--- config.mk ---
export PLATFORM = sky130hd
export DESIGN_NAME = i3c_axi_top
export DESIGN_NICKNAME = d
export VERILOG_FILES = /design/src/hw/i3c_csr_pkg.sv /design/src/hw/axi_adapter.sv /design/src/hw/axi_rd_chan.sv /design/src/hw/axi_wr_chan.sv /design/src/hw/i3c_axi_top.sv /design/src/hw/i3c_csr.sv
export SDC_FILE = /design/constraint.sdc
export NUM_CORES = 1
export LEC_CHECK = 0
export BUFFER_PORTS_ARGS = -buffer_cell sky130_fd_sc_hd__clkbuf_2
export CAP_MARGIN = 30
export CORE_MARGIN = 2
export CORE_UTILIZATION = 35
export CTS_CLUSTER_DIAMETER = 120
export CTS_CLUSTER_SIZE = 24
export DETAILED_ROUTE_END_ITERATION = 10
export PLACE_DENSITY = 0.56
export SYNTH_ARGS = -nofsm -noshare
export SYNTH_HDL_FRONTEND = slang
export SYNTH_SLANG_ARGS = --single-unit
--- constraint.sdc ---
create_clock -name clk_i -period 2.4 [get_ports clk_i]
set_input_delay 0.36 -clock clk_i [delete_from_list [all_inputs] [get_ports clk_i]]
set_output_delay 0.36 -clock clk_i [all_outputs]
set_load 0.03 [all_outputs]
--- src/hw/i3c_csr_pkg.sv ---
// Shared widths, register map and channel types for the AXI to I3C CSR path
// Beats are always 32 bits, so the cpuif word address is addr[11:2]
package i3c_csr_pkg;

  localparam int unsigned AXI_ADDR_W = 12;
  localparam int unsigned AXI_DATA_W = 32;
  localparam int unsigned AXI_ID_W   = 2;
  localparam int unsigned CSR_ADDR_W = 10;
  localparam int unsigned STRB_W     = AXI_DATA_W / 8;

  // Byte offsets of the register map
  localparam logic [AXI_ADDR_W-1:0] HC_VERSION_ADDR  = 12'h000;
  localparam logic [AXI_ADDR_W-1:0] HC_CONTROL_ADDR  = 12'h004;
  localparam logic [AXI_ADDR_W-1:0] SCRATCH_ADDR     = 12'h008;
  localparam logic [AXI_ADDR_W-1:0] INTR_STATUS_ADDR = 12'h00C;

  localparam logic [AXI_DATA_W-1:0] HC_VERSION_VAL = 32'h0000_0120;

  typedef enum logic [1:0] {
    FIXED = 2'b00,
    INCR  = 2'b01,
    WRAP  = 2'b10
  } axi_burst_e;

  typedef enum logic [1:0] {
    OKAY   = 2'b00,
    SLVERR = 2'b10
  } axi_resp_e;

  // Shared by the read and write engines
  typedef enum logic [1:0] {
    IDLE,
    ISSUE,
    WAIT_ACK,
    RESP
  } chan_state_e;

  // Also used for AW
  typedef struct packed {
    logic [AXI_ADDR_W-1:0] addr;
    axi_burst_e            burst;
    logic [2:0]            size;
    logic [7:0]            len;
    logic [AXI_ID_W-1:0]   id;
  } axi_ar_t;

  typedef struct packed {
    logic [AXI_DATA_W-1:0] data;
    logic [STRB_W-1:0]     strb;
    logic                  last;
  } axi_w_t;

  typedef struct packed {
    logic [AXI_DATA_W-1:0] data;
    axi_resp_e             resp;
    logic [AXI_ID_W-1:0]   id;
    logic                  last;
  } axi_r_t;

  typedef struct packed {
    axi_resp_e           resp;
    logic [AXI_ID_W-1:0] id;
  } axi_b_t;

  typedef struct packed {
    logic                  is_wr;
    logic [CSR_ADDR_W-1:0] addr;
    logic [AXI_DATA_W-1:0] wr_data;
    logic [AXI_DATA_W-1:0] wr_biten;
  } cpuif_req_t;

  // Valid together with the acknowledge pulse
  typedef struct packed {
    logic [AXI_DATA_W-1:0] rd_data;
    logic                  err;
  } cpuif_rsp_t;

endpackage

--- src/hw/axi_adapter.sv ---
`timescale 1ns/1ps
// AXI subordinate to cpuif bridge; one cpuif request outstanding at a time
// Round-robin between read and write engines, read first after reset
module axi_adapter (
  input  logic                    clk_i,
  input  logic                    rst_i,
  input  i3c_csr_pkg::axi_ar_t    ar_i,
  input  logic                    ar_valid_i,
  output logic                    ar_ready_o,
  input  i3c_csr_pkg::axi_ar_t    aw_i,
  input  logic                    aw_valid_i,
  output logic                    aw_ready_o,
  input  i3c_csr_pkg::axi_w_t     w_i,
  input  logic                    w_valid_i,
  output logic                    w_ready_o,
  output i3c_csr_pkg::axi_r_t     r_o,
  output logic                    r_valid_o,
  input  logic                    r_ready_i,
  output i3c_csr_pkg::axi_b_t     b_o,
  output logic                    b_valid_o,
  input  logic                    b_ready_i,
  output logic                    cpuif_req_o,
  output i3c_csr_pkg::cpuif_req_t cpuif_req_data_o,
  input  logic                    cpuif_ack_i,
  input  i3c_csr_pkg::cpuif_rsp_t cpuif_rsp_i
);

  logic                    rd_pend;
  logic                    wr_pend;
  i3c_csr_pkg::cpuif_req_t rd_req;
  i3c_csr_pkg::cpuif_req_t wr_req;
  logic                    rd_grant;
  logic                    wr_grant;
  logic                    busy_q;
  logic                    owner_wr_q;
  logic                    prio_wr_q;
  logic                    req_q;
  i3c_csr_pkg::cpuif_req_t req_data_q;

  // Busy from grant until the acknowledge
  assign rd_grant = !busy_q && rd_pend && (!wr_pend || !prio_wr_q);
  assign wr_grant = !busy_q && wr_pend && (!rd_pend || prio_wr_q);

  always_ff @(posedge clk_i) begin
    if (rst_i) begin
      busy_q     <= 1'b0;
      owner_wr_q <= 1'b0;
      prio_wr_q  <= 1'b0;
      req_q      <= 1'b0;
    end else begin
      req_q <= rd_grant || wr_grant;
      if (rd_grant || wr_grant) begin
        busy_q     <= 1'b1;
        owner_wr_q <= wr_grant;
        prio_wr_q  <= rd_grant;
      end else if (cpuif_ack_i) begin
        busy_q <= 1'b0;
      end
    end
  end

  always_ff @(posedge clk_i) begin
    if (rd_grant || wr_grant) req_data_q <= wr_grant ? wr_req : rd_req;
  end

  assign cpuif_req_o      = req_q;
  assign cpuif_req_data_o = req_data_q;

  axi_rd_chan u_rd_chan (
    .clk_i      (clk_i),
    .rst_i      (rst_i),
    .ar_i       (ar_i),
    .ar_valid_i (ar_valid_i),
    .ar_ready_o (ar_ready_o),
    .r_o        (r_o),
    .r_valid_o  (r_valid_o),
    .r_ready_i  (r_ready_i),
    .pend_o     (rd_pend),
    .pend_req_o (rd_req),
    .grant_i    (rd_grant),
    .ack_i      (cpuif_ack_i && !owner_wr_q),
    .rsp_i      (cpuif_rsp_i)
  );

  axi_wr_chan u_wr_chan (
    .clk_i      (clk_i),
    .rst_i      (rst_i),
    .aw_i       (aw_i),
    .aw_valid_i (aw_valid_i),
    .aw_ready_o (aw_ready_o),
    .w_i        (w_i),
    .w_valid_i  (w_valid_i),
    .w_ready_o  (w_ready_o),
    .b_o        (b_o),
    .b_valid_o  (b_valid_o),
    .b_ready_i  (b_ready_i),
    .pend_o     (wr_pend),
    .pend_req_o (wr_req),
    .grant_i    (wr_grant),
    .ack_i      (cpuif_ack_i && owner_wr_q),
    .rsp_i      (cpuif_rsp_i)
  );

endmodule

--- src/hw/axi_rd_chan.sv ---
`timescale 1ns/1ps
// One cpuif read per beat; the next beat is issued only after the R transfer
// WRAP bursts and sizes other than 4 bytes answer SLVERR with no cpuif access
module axi_rd_chan (
  input  logic                    clk_i,
  input  logic                    rst_i,
  input  i3c_csr_pkg::axi_ar_t    ar_i,
  input  logic                    ar_valid_i,
  output logic                    ar_ready_o,
  output i3c_csr_pkg::axi_r_t     r_o,
  output logic                    r_valid_o,
  input  logic                    r_ready_i,
  output logic                    pend_o,
  output i3c_csr_pkg::cpuif_req_t pend_req_o,
  input  logic                    grant_i,
  input  logic                    ack_i,
  input  i3c_csr_pkg::cpuif_rsp_t rsp_i
);

  i3c_csr_pkg::chan_state_e           state_q;
  i3c_csr_pkg::axi_ar_t               ar_q;
  logic [7:0]                         beat_q;
  logic                               bad_q;
  logic [i3c_csr_pkg::AXI_DATA_W-1:0] data_q;
  i3c_csr_pkg::axi_resp_e             resp_q;
  logic                               ar_bad;
  logic                               last_beat;

  assign ar_bad = (ar_i.burst != i3c_csr_pkg::FIXED && ar_i.burst != i3c_csr_pkg::INCR) ||
                  (ar_i.size != 3'd2);
  assign last_beat = (beat_q == ar_q.len);

  assign ar_ready_o = (state_q == i3c_csr_pkg::IDLE);
  assign r_valid_o  = (state_q == i3c_csr_pkg::RESP);
  assign pend_o     = (state_q == i3c_csr_pkg::ISSUE);

  always_comb begin
    pend_req_o      = '0;
    pend_req_o.addr = ar_q.addr[i3c_csr_pkg::AXI_ADDR_W-1:2];
  end

  always_comb begin
    r_o.data = data_q;
    r_o.resp = resp_q;
    r_o.id   = ar_q.id;
    r_o.last = last_beat;
  end

  always_ff @(posedge clk_i) begin
    if (rst_i) begin
      state_q <= i3c_csr_pkg::IDLE;
    end else begin
      unique case (state_q)
        i3c_csr_pkg::IDLE: begin
          if (ar_valid_i) state_q <= ar_bad ? i3c_csr_pkg::RESP : i3c_csr_pkg::ISSUE;
        end
        i3c_csr_pkg::ISSUE: begin
          if (grant_i) state_q <= i3c_csr_pkg::WAIT_ACK;
        end
        i3c_csr_pkg::WAIT_ACK: begin
          if (ack_i) state_q <= i3c_csr_pkg::RESP;
        end
        default: begin
          // Bad bursts stay here and stream SLVERR beats
          if (r_ready_i && last_beat) begin
            state_q <= i3c_csr_pkg::IDLE;
          end else if (r_ready_i && !bad_q) begin
            state_q <= i3c_csr_pkg::ISSUE;
          end
        end
      endcase
    end
  end

  always_ff @(posedge clk_i) begin
    if (ar_valid_i && ar_ready_o) begin
      ar_q   <= ar_i;
      beat_q <= '0;
      bad_q  <= ar_bad;
      data_q <= '0;
      resp_q <= ar_bad ? i3c_csr_pkg::SLVERR : i3c_csr_pkg::OKAY;
    end
    if (state_q == i3c_csr_pkg::WAIT_ACK && ack_i) begin
      data_q <= rsp_i.err ? '0 : rsp_i.rd_data;
      resp_q <= rsp_i.err ? i3c_csr_pkg::SLVERR : i3c_csr_pkg::OKAY;
    end
    if (r_valid_o && r_ready_i && !last_beat) begin
      beat_q <= beat_q + 8'd1;
      if (ar_q.burst == i3c_csr_pkg::INCR) ar_q.addr <= ar_q.addr + 12'd4;
    end
  end

endmodule

--- src/hw/axi_wr_chan.sv ---
`timescale 1ns/1ps
// Accepts one AW, then one W beat per cpuif write; B follows the last acknowledge
// wready depends on the grant, so it is high for one cycle per accepted beat
module axi_wr_chan (
  input  logic                    clk_i,
  input  logic                    rst_i,
  input  i3c_csr_pkg::axi_ar_t    aw_i,
  input  logic                    aw_valid_i,
  output logic                    aw_ready_o,
  input  i3c_csr_pkg::axi_w_t     w_i,
  input  logic                    w_valid_i,
  output logic                    w_ready_o,
  output i3c_csr_pkg::axi_b_t     b_o,
  output logic                    b_valid_o,
  input  logic                    b_ready_i,
  output logic                    pend_o,
  output i3c_csr_pkg::cpuif_req_t pend_req_o,
  input  logic                    grant_i,
  input  logic                    ack_i,
  input  i3c_csr_pkg::cpuif_rsp_t rsp_i
);

  i3c_csr_pkg::chan_state_e state_q;
  i3c_csr_pkg::axi_ar_t     aw_q;
  logic [7:0]               beat_q;
  logic                     bad_q;
  logic                     err_q;
  logic                     aw_bad;
  logic                     last_beat;
  logic                     w_fire;
  logic                     beat_done;

  function automatic logic [i3c_csr_pkg::AXI_DATA_W-1:0] strb_to_biten(
    input logic [i3c_csr_pkg::STRB_W-1:0] strb
  );
    logic [i3c_csr_pkg::AXI_DATA_W-1:0] biten;
    for (int i = 0; i < i3c_csr_pkg::STRB_W; i++) begin
      biten[8*i +: 8] = {8{strb[i]}};
    end
    return biten;
  endfunction

  assign aw_bad = (aw_i.burst != i3c_csr_pkg::FIXED && aw_i.burst != i3c_csr_pkg::INCR) ||
                  (aw_i.size != 3'd2);
  assign last_beat = (beat_q == aw_q.len);

  assign aw_ready_o = (state_q == i3c_csr_pkg::IDLE);
  assign b_valid_o  = (state_q == i3c_csr_pkg::RESP);
  // Bad bursts drain W without touching the cpuif
  assign pend_o     = (state_q == i3c_csr_pkg::ISSUE) && w_valid_i && !bad_q;
  assign w_ready_o  = (state_q == i3c_csr_pkg::ISSUE) && (bad_q || grant_i);
  assign w_fire     = w_valid_i && w_ready_o;
  assign beat_done  = (w_fire && bad_q) || (state_q == i3c_csr_pkg::WAIT_ACK && ack_i);

  always_comb begin
    pend_req_o.is_wr    = 1'b1;
    pend_req_o.addr     = aw_q.addr[i3c_csr_pkg::AXI_ADDR_W-1:2];
    pend_req_o.wr_data  = w_i.data;
    pend_req_o.wr_biten = strb_to_biten(w_i.strb);
  end

  always_comb begin
    b_o.resp = err_q ? i3c_csr_pkg::SLVERR : i3c_csr_pkg::OKAY;
    b_o.id   = aw_q.id;
  end

  always_ff @(posedge clk_i) begin
    if (rst_i) begin
      state_q <= i3c_csr_pkg::IDLE;
    end else begin
      unique case (state_q)
        i3c_csr_pkg::IDLE: begin
          if (aw_valid_i) state_q <= i3c_csr_pkg::ISSUE;
        end
        i3c_csr_pkg::ISSUE: begin
          if (w_fire && !bad_q) begin
            state_q <= i3c_csr_pkg::WAIT_ACK;
          end else if (w_fire && last_beat) begin
            state_q <= i3c_csr_pkg::RESP;
          end
        end
        i3c_csr_pkg::WAIT_ACK: begin
          if (ack_i) state_q <= last_beat ? i3c_csr_pkg::RESP : i3c_csr_pkg::ISSUE;
        end
        default: begin
          if (b_ready_i) state_q <= i3c_csr_pkg::IDLE;
        end
      endcase
    end
  end

  always_ff @(posedge clk_i) begin
    if (aw_valid_i && aw_ready_o) begin
      aw_q   <= aw_i;
      beat_q <= '0;
      bad_q  <= aw_bad;
      err_q  <= aw_bad;
    end
    // Sticky over the burst
    if (state_q == i3c_csr_pkg::WAIT_ACK && ack_i && rsp_i.err) begin
      err_q <= 1'b1;
    end
    if (beat_done && !last_beat) begin
      beat_q <= beat_q + 8'd1;
      if (aw_q.burst == i3c_csr_pkg::INCR) aw_q.addr <= aw_q.addr + 12'd4;
    end
  end

endmodule

--- src/hw/i3c_axi_top.sv ---
`timescale 1ns/1ps
// AXI4 access to the I3C register block; INCR and FIXED bursts of 32-bit beats
// No lock or user signals; intr_set_i sets INTR_STATUS bits every cycle
module i3c_axi_top (
  input  logic                               clk_i,
  input  logic                               rst_i,
  input  i3c_csr_pkg::axi_ar_t               ar_i,
  input  logic                               ar_valid_i,
  output logic                               ar_ready_o,
  input  i3c_csr_pkg::axi_ar_t               aw_i,
  input  logic                               aw_valid_i,
  output logic                               aw_ready_o,
  input  i3c_csr_pkg::axi_w_t                w_i,
  input  logic                               w_valid_i,
  output logic                               w_ready_o,
  output i3c_csr_pkg::axi_r_t                r_o,
  output logic                               r_valid_o,
  input  logic                               r_ready_i,
  output i3c_csr_pkg::axi_b_t                b_o,
  output logic                               b_valid_o,
  input  logic                               b_ready_i,
  input  logic [7:0]                         intr_set_i,
  output logic [i3c_csr_pkg::AXI_DATA_W-1:0] hc_control_o
);

  logic                    cpuif_req;
  i3c_csr_pkg::cpuif_req_t cpuif_req_data;
  logic                    cpuif_ack;
  i3c_csr_pkg::cpuif_rsp_t cpuif_rsp;

  axi_adapter u_axi_adapter (
    .clk_i            (clk_i),
    .rst_i            (rst_i),
    .ar_i             (ar_i),
    .ar_valid_i       (ar_valid_i),
    .ar_ready_o       (ar_ready_o),
    .aw_i             (aw_i),
    .aw_valid_i       (aw_valid_i),
    .aw_ready_o       (aw_ready_o),
    .w_i              (w_i),
    .w_valid_i        (w_valid_i),
    .w_ready_o        (w_ready_o),
    .r_o              (r_o),
    .r_valid_o        (r_valid_o),
    .r_ready_i        (r_ready_i),
    .b_o              (b_o),
    .b_valid_o        (b_valid_o),
    .b_ready_i        (b_ready_i),
    .cpuif_req_o      (cpuif_req),
    .cpuif_req_data_o (cpuif_req_data),
    .cpuif_ack_i      (cpuif_ack),
    .cpuif_rsp_i      (cpuif_rsp)
  );

  i3c_csr u_i3c_csr (
    .clk_i        (clk_i),
    .rst_i        (rst_i),
    .req_i        (cpuif_req),
    .req_data_i   (cpuif_req_data),
    .ack_o        (cpuif_ack),
    .rsp_o        (cpuif_rsp),
    .intr_set_i   (intr_set_i),
    .hc_control_o (hc_control_o)
  );

endmodule

--- src/hw/i3c_csr.sv ---
`timescale 1ns/1ps
// I3C host controller registers on the cpuif; acknowledge always one cycle later
// Unmapped words answer err with read data 0; HC_VERSION ignores writes
module i3c_csr (
  input  logic                               clk_i,
  input  logic                               rst_i,
  input  logic                               req_i,
  input  i3c_csr_pkg::cpuif_req_t            req_data_i,
  output logic                               ack_o,
  output i3c_csr_pkg::cpuif_rsp_t            rsp_o,
  input  logic [7:0]                         intr_set_i,
  output logic [i3c_csr_pkg::AXI_DATA_W-1:0] hc_control_o
);

  logic [i3c_csr_pkg::AXI_DATA_W-1:0] hc_control_q;
  logic [i3c_csr_pkg::AXI_DATA_W-1:0] scratch_q;
  logic [7:0]                         intr_status_q;
  logic                               ack_q;
  i3c_csr_pkg::cpuif_rsp_t            rsp_q;
  logic                               sel_ver;
  logic                               sel_ctrl;
  logic                               sel_scr;
  logic                               sel_intr;
  logic                               wr_en;
  logic [i3c_csr_pkg::AXI_DATA_W-1:0] wmask;
  logic [i3c_csr_pkg::AXI_DATA_W-1:0] wdata;
  logic [7:0]                         intr_clr;
  logic [i3c_csr_pkg::AXI_DATA_W-1:0] rd_mux;

  // Word address decode
  assign sel_ver  = req_data_i.addr == i3c_csr_pkg::HC_VERSION_ADDR[11:2];
  assign sel_ctrl = req_data_i.addr == i3c_csr_pkg::HC_CONTROL_ADDR[11:2];
  assign sel_scr  = req_data_i.addr == i3c_csr_pkg::SCRATCH_ADDR[11:2];
  assign sel_intr = req_data_i.addr == i3c_csr_pkg::INTR_STATUS_ADDR[11:2];

  assign wr_en    = req_i && req_data_i.is_wr;
  assign wmask    = req_data_i.wr_biten;
  assign wdata    = req_data_i.wr_data;
  assign intr_clr = (wr_en && sel_intr) ? (wdata[7:0] & wmask[7:0]) : 8'h00;

  always_comb begin
    rd_mux = '0;
    if (sel_ver)  rd_mux = i3c_csr_pkg::HC_VERSION_VAL;
    if (sel_ctrl) rd_mux = hc_control_q;
    if (sel_scr)  rd_mux = scratch_q;
    if (sel_intr) rd_mux = {24'h0, intr_status_q};
  end

  always_ff @(posedge clk_i) begin
    if (rst_i) begin
      hc_control_q  <= '0;
      scratch_q     <= '0;
      intr_status_q <= '0;
      ack_q         <= 1'b0;
    end else begin
      ack_q <= req_i;
      if (wr_en && sel_ctrl) hc_control_q <= (hc_control_q & ~wmask) | (wdata & wmask);
      if (wr_en && sel_scr) scratch_q <= (scratch_q & ~wmask) | (wdata & wmask);
      // Set beats clear in the same cycle
      intr_status_q <= (intr_status_q & ~intr_clr) | intr_set_i;
    end
  end

  always_ff @(posedge clk_i) begin
    if (req_i) begin
      rsp_q.err     <= !(sel_ver || sel_ctrl || sel_scr || sel_intr);
      rsp_q.rd_data <= req_data_i.is_wr ? '0 : rd_mux;
    end
  end

  assign ack_o        = ack_q;
  assign rsp_o        = rsp_q;
  assign hc_control_o = hc_control_q;

endmodule

======== After elaboration in Yosys (flattened, before gate mapping) ========
Index checks and enable logic that the tools add are counted.
storage, ports and cells
  bits in registers ....................... 289
  output and inout port bits .............. 78
cells by class
  add/sub/neg operators ................... 4
  muxes and demuxes ....................... 40
  bitwise logic cells ..................... 10
  reductions and logical operators ........ 63
  eq/ne operators ......................... 23
operator list
  kind                     number
  $mux W32                 5
  $and A32 B32 Y32         3
  $mux W75                 1
  $or A32 B32 Y32          2
  $mux W27                 2
  $mux W12                 4
  $mux W8                  6
  $mux W2                  17
  $not A32 Y32             1
  $logic_and A1 B1 Y1      29
  $add A12 B3 Y12 const B  2
  $eq A10 B2 Y1 const B    2
  $add A8 B1 Y8 const B    2
  $and A8 B8 Y8            2
  $eq A8 B8 Y1             2
  $pmux W2 S3              2
  $reduce_bool A2 Y1       6
  $eq A10 B1 Y1 const B    1
  $logic_not A1 Y1         10
  $logic_not A10 Y1        1
  $logic_or A1 B1 Y1       10
  $ne A2 B2 Y1 const B     5
  $mux W9                  1
  $eq A2 B1 Y1 const B     4
  other kinds (12)         20

======== Longest topological paths before layout ========
Gate-level depths: netlist (run 1).
  word-level depth ........................ 12
  mapped depth ............................ 10
  mapped depth without buffers ............ 7

======== Hierarchy ========
Synthesis (run 1) repeated with hierarchy kept, for this count alone.
second synthesis, totals
  cell total of the unflattened synthesis .. 1,244
  area, all modules ....................... 14,541.4 um^2
modules (own cells, without submodules)
  module       area an instance (um^2)  seq. area each (um^2)  cells each  instances
  i3c_csr      5,230.0                  2,452.4                524         1
  axi_rd_chan  3,508.4                  1,861.8                299         1
  axi_adapter  3,443.3                  2,332.2                179         1
  axi_wr_chan  2,359.8                  890.9                  242         1

======== Worst setup path before layout (run 1) ========
Ideal clock, no wire load.
  path kind ............................... register to register
  start ................................... register u_axi_adapter.req_q (netlist: u_axi_adapter.cpuif_req_o)
  end ..................................... register u_i3c_csr.intr_status_q[6]
  buffers on the path ..................... 3
  setup time .............................. 0.128 ns
  data arrival time ....................... 2.439 ns
  cell stages (with the launch flop) ...... 8
  data required time ...................... 2.272 ns
  path slack .............................. -0.166 ns
  cell sequence ........................... dfxtp_1 > clkbuf_1 > and3_1 > clkbuf_1 > buf_1 > nand3_1 > a21oi_1 > nor2_1
on the way
  longest elaborated chain between the ends .. 6
RTL lines
  what                    RTL line           source
  from (decl)             axi_adapter.sv:37  logic req_q;
  from (signal assigned)  axi_adapter.sv:51  req_q <= rd_grant || wr_grant;
  $logic_and A1 B1 Y1     i3c_csr.sv:36      assign wr_en = req_i && req_data_i.is_wr;
  $logic_and A1 B1 Y1     i3c_csr.sv:39      assign intr_clr = (wr_en && sel_intr) ? (wdata[7:0] & wmask[7:0]) : 8'h00;
  $mux W8                 i3c_csr.sv:39
  $not A8 Y8              i3c_csr.sv:60      intr_status_q <= (intr_status_q & ~intr_clr) | intr_set_i;
  $and A8 B8 Y8           i3c_csr.sv:60
  $or A8 B8 Y8            i3c_csr.sv:60
  to (signal assigned)    i3c_csr.sv:60
  to (decl)               i3c_csr.sv:17      logic [7:0] intr_status_q;
No other way between the ends.
A chain may end at the register's enable or synchronous reset.

======== Final worst setup path (run 1) ========
  start ................................... register u_axi_adapter.u_rd_chan.state_q[1]
  end ..................................... output port w_ready_o
on the way
  longest elaborated chain between the ends .. 6
RTL lines
  what                    RTL line           source
  from (decl)             axi_rd_chan.sv:20  i3c_csr_pkg::chan_state_e state_q;
  from (signal assigned)  axi_rd_chan.sv:51  state_q <= i3c_csr_pkg::IDLE;
  from (signal assigned)  axi_rd_chan.sv:55  if (ar_valid_i) state_q <= ar_bad ? i3c_csr_pkg::RESP : i3c_csr_pkg::ISSUE;
  from (signal assigned)  axi_rd_chan.sv:58  if (grant_i) state_q <= i3c_csr_pkg::WAIT_ACK;
  $eq A2 B1 Y1            axi_rd_chan.sv:35  assign pend_o = (state_q == i3c_csr_pkg::ISSUE);
  $logic_not A1 Y1        axi_adapter.sv:42  assign wr_grant = !busy_q && wr_pend && (!rd_pend || prio_wr_q);
  $logic_or A1 B1 Y1      axi_adapter.sv:42
  $logic_and A1 B1 Y1     axi_adapter.sv:42
  $logic_or A1 B1 Y1      axi_wr_chan.sv:51  assign w_ready_o = (state_q == i3c_csr_pkg::ISSUE) && (bad_q || grant_i);
  $logic_and A1 B1 Y1     axi_wr_chan.sv:51
  to (decl)               i3c_axi_top.sv:15  output logic w_ready_o,
No other way between the ends.

==> results of run 1 <==
stage by stage:
stage / total power [mW] / std cells / setup WS (ns) / setup TNS [ns] / cell area [um2]
finish: 11.5 / 1531 / 0.0749 / 0 / 12900
global route: 12.1 / 1531 / 0.000897 / 0 / 12900
CTS: 11.6 / 1529 / -0.0300 / -0.0300 / 12900
detailed placement: 8.92 / 1501 / 0.0484 / 0 / 12400
global placement: 8.88 / 1501 / 0.116 / 0 / 12400
floorplan: 7.90 / 936 / 0.138 / 0 / 10900
repair_timing:
action / CTS / global route
setup buffers: 4 / 1
cloned: 0 / 0
endpoints found under the setup margin: 1 / 11
pin swaps: 1 / 1
gates resized for setup: 11 / 3
hold endpoints to repair: 0 / 0
hold buffers: 0 / 0
logic make-up (layout without fill, tap and decap cells):
| logic type | after synthesis | count (layout) | share of synthesized area, % |
|---|---|---|---|
| and+or+nand+nor | 389 | 389 | 18.3 |
| buffers and inverters | 72 | 270 | 3.17 |
| DFF | 257 | 257 | 61.5 |
| xor gates and xnor gates | 28 | 28 | 2.25 |
| AOI/OAI and AO/OA | 103 | 103 | 6.68 |
| muxes | 72 | 72 | 6.66 |
| adders and majority gates | 13 | 13 | 1.49 |
| other | 1 | 3 | 0.0344 |
path summary, 6_finish.rpt:
check	depth (start not counted)	startpoint	to
setup / recovery	7	u_axi_adapter.u_rd_chan.state_q[1]	w_ready_o
hold / removal	1	ar_i[9]	u_axi_adapter.u_rd_chan.ar_q[9]
setup reg to reg	7	u_axi_adapter.cpuif_req_data_o[69]	flop
hold reg to reg	2	flop	flop
power groups by stage:
stage	clock (mW)	sequential, mW	combinational [mW]
4_1_cts	2.73	6.20	2.70
6_report	2.61	6.20	2.66
5_1_grt	2.86	6.31	2.95
2_1_floorplan	0	6.34	1.56
3_5_place_dp	0	6.30	2.63
3_3_place_gp	0	6.29	2.60
cells in the final DEF, fill, tap and decap left out, drive strengths merged, types with 10 or more instances in the layout:
master / n
clkbuf: 197
edfxtp: 155
nor2: 132
dfxtp: 102
and2: 71
nand2: 69
mux2i: 68
buf: 50
nand3: 44
a21oi: 33
a22oi: 23
inv: 23
xnor2: 19
o221a: 14
ha: 13
o21ai: 13
nand4: 10
worst max-delay path: cells and delay by family, from the launching register on:
family / cells / cell delay (ns)
adder cells (fa/ha/maj): 1 / 0.15
AO/OA/AOI/OAI: 1 / 0.14
flip-flops: 1 / 0.34
buffers and inverters: 3 / 0.24
AND/OR/NAND/NOR: 2 / 0.61
per-layer routing:
layer	wire length, um	vias to the layer above	part of all wire, %
li1	-	3712	-
met1	11500	3514	47
met2	11500	150	47
met3	973	22	4.0
met4	417	0	1.7
met5	0	-	0
layout make-up:
| type | instances | area share, % |
|---|---|---|
| repair buffers | 224 | 10.3 |
| inverters | 22 | 0.676 |
| flip-flops and latches | 257 | 51.8 |
| multi-input cells | 607 | 30.1 |
| clock buffers | 23 | 3.21 |
| clock inverters | 1 | 0.0483 |
| diodes | 1 | 0.0193 |
| well taps | 396 | 3.83 |
==> flow_summary.json, run 1 <==
{
  "gr-total-overflow": 0,
  "wl_per_cell_um": 15.9,
  "start_util_pct": 35.6,
  "worstSetupEndpointType": "output pin",
  "ant_nets": 0,
  "busiest_layer": "met2",
  "syn_inst": 935,
  "fin_util_pct": 42.3,
  "fin_skew_ns": 0.0110,
  "synth-edff-count": 155,
  "crit_type": "reg2out",
  "ios": 184,
  "hold_viol": 0,
  "use_met2_pct": 24.5,
  "synth.cell_area_mm2": 0.0109,
  "synth.distinct_cells": 57,
  "net-switching-power_mw": 3.60,
  "maxCapViolCount": 0,
  "regArea_mm2": 0.00670,
  "seqPwrFrac_pct": 54.1,
  "grt_start_max_net_pins": 39,
  "synth-async-reset-ratio_pct": 0,
  "grt_pass1_wl_um": 38600,
  "max_freq_ghz": 0.430,
  "ctsHtreeMaxLevel": 1,
  "synth_top_area_share_pct": 42.7,
  "grtUsageTotal_pct": 14.7,
  "power.density_mw_per_mm2": 886,
  "p_leak_nw": 5.11,
  "tightest_slew_ns": 0.625,
  "nFillCells": 2988,
  "cpPeakStageDelay_ns": 0.50,
  "met1_usage_pct": 20.5,
  "multi_input_area_mm2": 0.00390,
  "port_buffers": 176,
  "p_comb_share_pct": 23.2,
  "grt_pass1_vias": 7162,
  "cp_data_arrival_time_ns": 1.97,
  "cts-root-buf": "clkbuf_16",
  "syn_area_per_cell_um2": 11.7,
  "netlist_top_cells_area": "edfxtp_1 (43%), dfxtp_1 (19%), mux2i_1 (6.2%)",
  "clock_latency_ns": 0.49,
  "synth_commonest_cells": "edfxtp_1 (155), nor2_1 (132), dfxtp_1 (102)",
  "vias_per_cell": 4.83,
  "drc_errors": 0,
  "period_share_pct": 96.9,
  "synth.most_common_cell": "edfxtp_1",
  "place.gp.congestion": 0.821,
  "crit_path_top_delay_cell": "or4_4",
  "synthToLayoutAreaGrowth_pct": 18.8,
  "use_met3_pct": 1.96,
  "synth-seq-cells": 257,
  "r2r_setup_slack_ns": 0.16,
  "setup_viol": 0,
  "hp-class": "in2reg",
  "ys.flop_type": "edfxtp_1",
  "slew_viol_final": 0,
  "first_pass_iters": 5,
  "drive_above_1_share_pct": 23.6,
  "cts.sinks": 257,
  "cts_tree": "built",
  "rows": 64,
  "drt_first_iter_violations": 391,
  "yosysTopAreaCell": "edfxtp_1",
  "vias": 7398,
  "swShare_pct": 31.4,
  "antenna_found_initial": 1,
  "intPower_mw": 7.87,
  "die_h_um": 180,
  "cts_buffers": 14,
  "grt_setup_unrepaired": "false",
  "required_ns": 2.04,
  "slew_headroom_pct": 57.9,
  "start_kind": "flop",
  "die_area_mm2": 0.0326,
  "core_mm2": 0.0306,
  "p_clk_share_pct": 22.8,
  "drt_wl_total_um": 24300,
  "irDropWorstVdd_mv": 0.595,
  "finalCriticalPeriod_ns": 2.33,
  "status": "completed",
  "die_w_um": 180,
  "final_net_count": 1245,
  "holdWs_ns": 0.0485,
  "clockBufferDepth": 3,
  "hpwlAfterDp_um": 17900,
  "yosysSeqAreaShare_pct": 61.5,
  "yosys_warnings": 0,
  "clkTransAtPathRegs_ns": 0.10,
  "cp_max_fo": 2,
  "timing.critical_path.cells": "inv_2 > ha_4 > nor2b_4 > or4_4 > inv_4 > o21a_4 > buf_8"
}
Power figures use the tool's default switching activity.
==> inputs of run 2 (changes only) <==
==> constraint.sdc (replaced) <==
create_clock -name clk_i -period 2.4 [get_ports clk_i]
set_input_delay 0.36 -clock clk_i [delete_from_list [all_inputs] [get_ports clk_i]]
set_output_delay 0.36 -clock clk_i [all_outputs]
set_load 0.1 [all_outputs]
==> run 2 against run 1 <==
Compared with the run above:
- setup slack lost 0.019 ns
- maximum frequency shrank 0.82%
- cell count grew 0.26%
- utilization grew 0.24 points
- critical endpoint unchanged
==> flow_summary.json, run 2 (synthesis gave the netlist of run 1 again) <==
{
  "hold_viol": 0,
  "holdWs_ns": 0.0452,
  "wl_per_cell_um": 16.0,
  "seqPwrFrac_pct": 50.3,
  "grtUsageTotal_pct": 15.0,
  "ctsHtreeMaxLevel": 1,
  "core_mm2": 0.0306,
  "intPower_mw": 7.90,
  "rows": 64,
  "p_clk_share_pct": 21.2,
  "r2r_setup_slack_ns": 0.13,
  "ios": 184,
  "cts_tree": "built",
  "r2r_start": "u_axi_adapter.cpuif_req_data_o[69]",
  "grt_start_max_net_pins": 37,
  "r2r-end": "u_i3c_csr.rsp_o[14]",
  "drt_first_iter_violations": 412,
  "setup_viol": 0,
  "die_w_um": 180,
  "maxCapViolCount": 0,
  "drt_wl_total_um": 24600,
  "gr-total-overflow": 0,
  "final_cell_mix": "clkbuf_2 (174), edfxtp_1 (155), nor2_1 (131), dfxtp_1 (98), and2_1 (71)",
  "grt_setup_unrepaired": "true",
  "crit_path_top_delay_cell": "or4_4",
  "place.gp.congestion": 0.802,
  "vias_per_cell": 4.83,
  "die_h_um": 180,
  "start_kind": "flop",
  "first_pass_iters": 5,
  "port_buffers": 176,
  "finalCriticalPeriod_ns": 2.34,
  "p_comb_share_pct": 28.5,
  "hold_path_depth": 1,
  "status": "completed",
  "vias": 7412,
  "slew_headroom_pct": 47.9,
  "dp.cells": 1502,
  "stdcell_count": 1535,
  "crit_path_frequent_cell": "inv_4",
  "path_delay_family": "simple AND/OR/NAND/NOR gates",
  "slew_viol_final": 0,
  "worstSetupEndpointType": "output pin",
  "cpPeakStageDelay_ns": 0.50,
  "hp-start": "ar_i[9]",
  "regArea_mm2": 0.00670,
  "timing.critical_path.cells": "inv_4 > ha_4 > nand2_4 > or4_4 > inv_4 > o21a_4 > buf_12",
  "drc_errors": 0,
  "max_freq_ghz": 0.427,
  "period_share_pct": 97.7,
  "clock_latency_ns": 0.49,
  "crit_buf_inv": 3,
  "synthToLayoutAreaGrowth_pct": 19.5,
  "cp_data_arrival_time_ns": 1.98,
  "drive_above_1_share_pct": 24.4,
  "final_net_count": 1250,
  "placed_area_mm2": 0.0125,
  "fin_skew_ns": 0.0141,
  "cts.sinks": 257,
  "mostFrequentLayoutCell": "clkbuf_2",
  "hpwlAfterDp_um": 17800,
  "tightest_slew_ns": 0.762,
  "holdPathEnd": "u_axi_adapter.u_rd_chan.ar_q[9]",
  "hp-class": "in2reg",
  "antenna_found_initial": 0,
  "swShare_pct": 35.9,
  "nFillCells": 2996,
  "grt_pass1_wl_um": 39700,
  "final_cell_area_mm2": 0.0130,
  "power_mw": 12.3,
  "clockBufferDepth": 3,
  "net-switching-power_mw": 4.42,
  "multi_input_area_mm2": 0.00393,
  "start_util_pct": 35.6,
  "ant_nets": 0,
  "grt_pass1_vias": 7172,
  "cts_buffers": 14,
  "required_ns": 2.04,
  "p_leak_nw": 5.14,
  "die_area_mm2": 0.0326,
  "crit_type": "reg2out",
  "cts-root-buf": "clkbuf_16",
  "fin_util_pct": 42.6,
  "antenna_cells": 0,
  "power.density_mw_per_mm2": 946,
  "cp_max_fo": 4,
  "r2r_cells": 7,
  "clkTransAtPathRegs_ns": 0.10,
  "irDropWorstVdd_mv": 0.559
}
[run 2: metrics by stage]
stage,setup TNS [ns],setup slack (ns)
2_1_floorplan,-0.0913,-0.0913
3_3_place_gp,0,0.177
3_5_place_dp,0,0.158
4_1_cts,-0.0252,-0.0252
5_1_grt,-0.00990,-0.00990
6_report,0,0.0557
[run 2: worst max-delay path by stage]
stage,start,cells after the start,slack (ns),to
finish,u_axi_adapter.u_wr_chan.state_q[1],7,0.06,w_ready_o
global placement,u_axi_adapter.cpuif_req_data_o[73],7,0.18,flop
detailed placement,u_axi_adapter.cpuif_req_data_o[73],7,0.16,flop
global route,u_axi_adapter.u_wr_chan.state_q[0],6,-0.01,w_ready_o
CTS,u_axi_adapter.u_rd_chan.state_q[1],7,-0.03,w_ready_o
floorplan,u_axi_adapter.u_wr_chan.state_q[0],7,-0.09,u_axi_adapter.u_wr_chan.state_q[0]
[run 2: routing by layer]
metal	up-vias	track usage, %	part of all wire [%]
met2	169	24.4	47
met3	23	2.24	5.1
met1	3509	21.2	47
li1	3711	-	-
met4	0	3.13	1.7
met5	-	0	0
[run 2: worst reg2reg max path, delay by kind of cell (launching register included)]
family,cells,cell delay [ns]
AO/OA/AOI/OAI,1,0.14
AND/OR/NAND/NOR,3,1.04
flip-flops,1,0.40
buffers and inverters,3,0.55
[run 2: power groups by stage]
stage | clock network [mW] | logic, mW | registers [mW]
2_1_floorplan | 0 | 1.85 | 6.85
3_3_place_gp | 0 | 3.43 | 6.27
3_5_place_dp | 0 | 3.46 | 6.28
4_1_cts | 2.73 | 3.51 | 6.19
5_1_grt | 2.86 | 3.79 | 6.30
6_report | 2.61 | 3.51 | 6.19
[run 2: cell type report]
cell class | instances | share of cell area, %
Tap cell | 396 | 3.80
Inverter | 22 | 0.692
Clock buffer | 23 | 3.19
Sequential cell | 257 | 51.5
Clock inverter | 1 | 0.0480
Multi-Input combinational cell | 607 | 30.2
Timing Repair Buffer | 229 | 10.6
[run 2: what timing repair did]
action	4_1_cts	5_1_grt
hold buffers	0	0
gates resized for setup	10	7
setup endpoints to repair	2	2
pin swaps	2	4
hold endpoints to repair	0	0
gates cloned	0	0
setup buffers	3	6
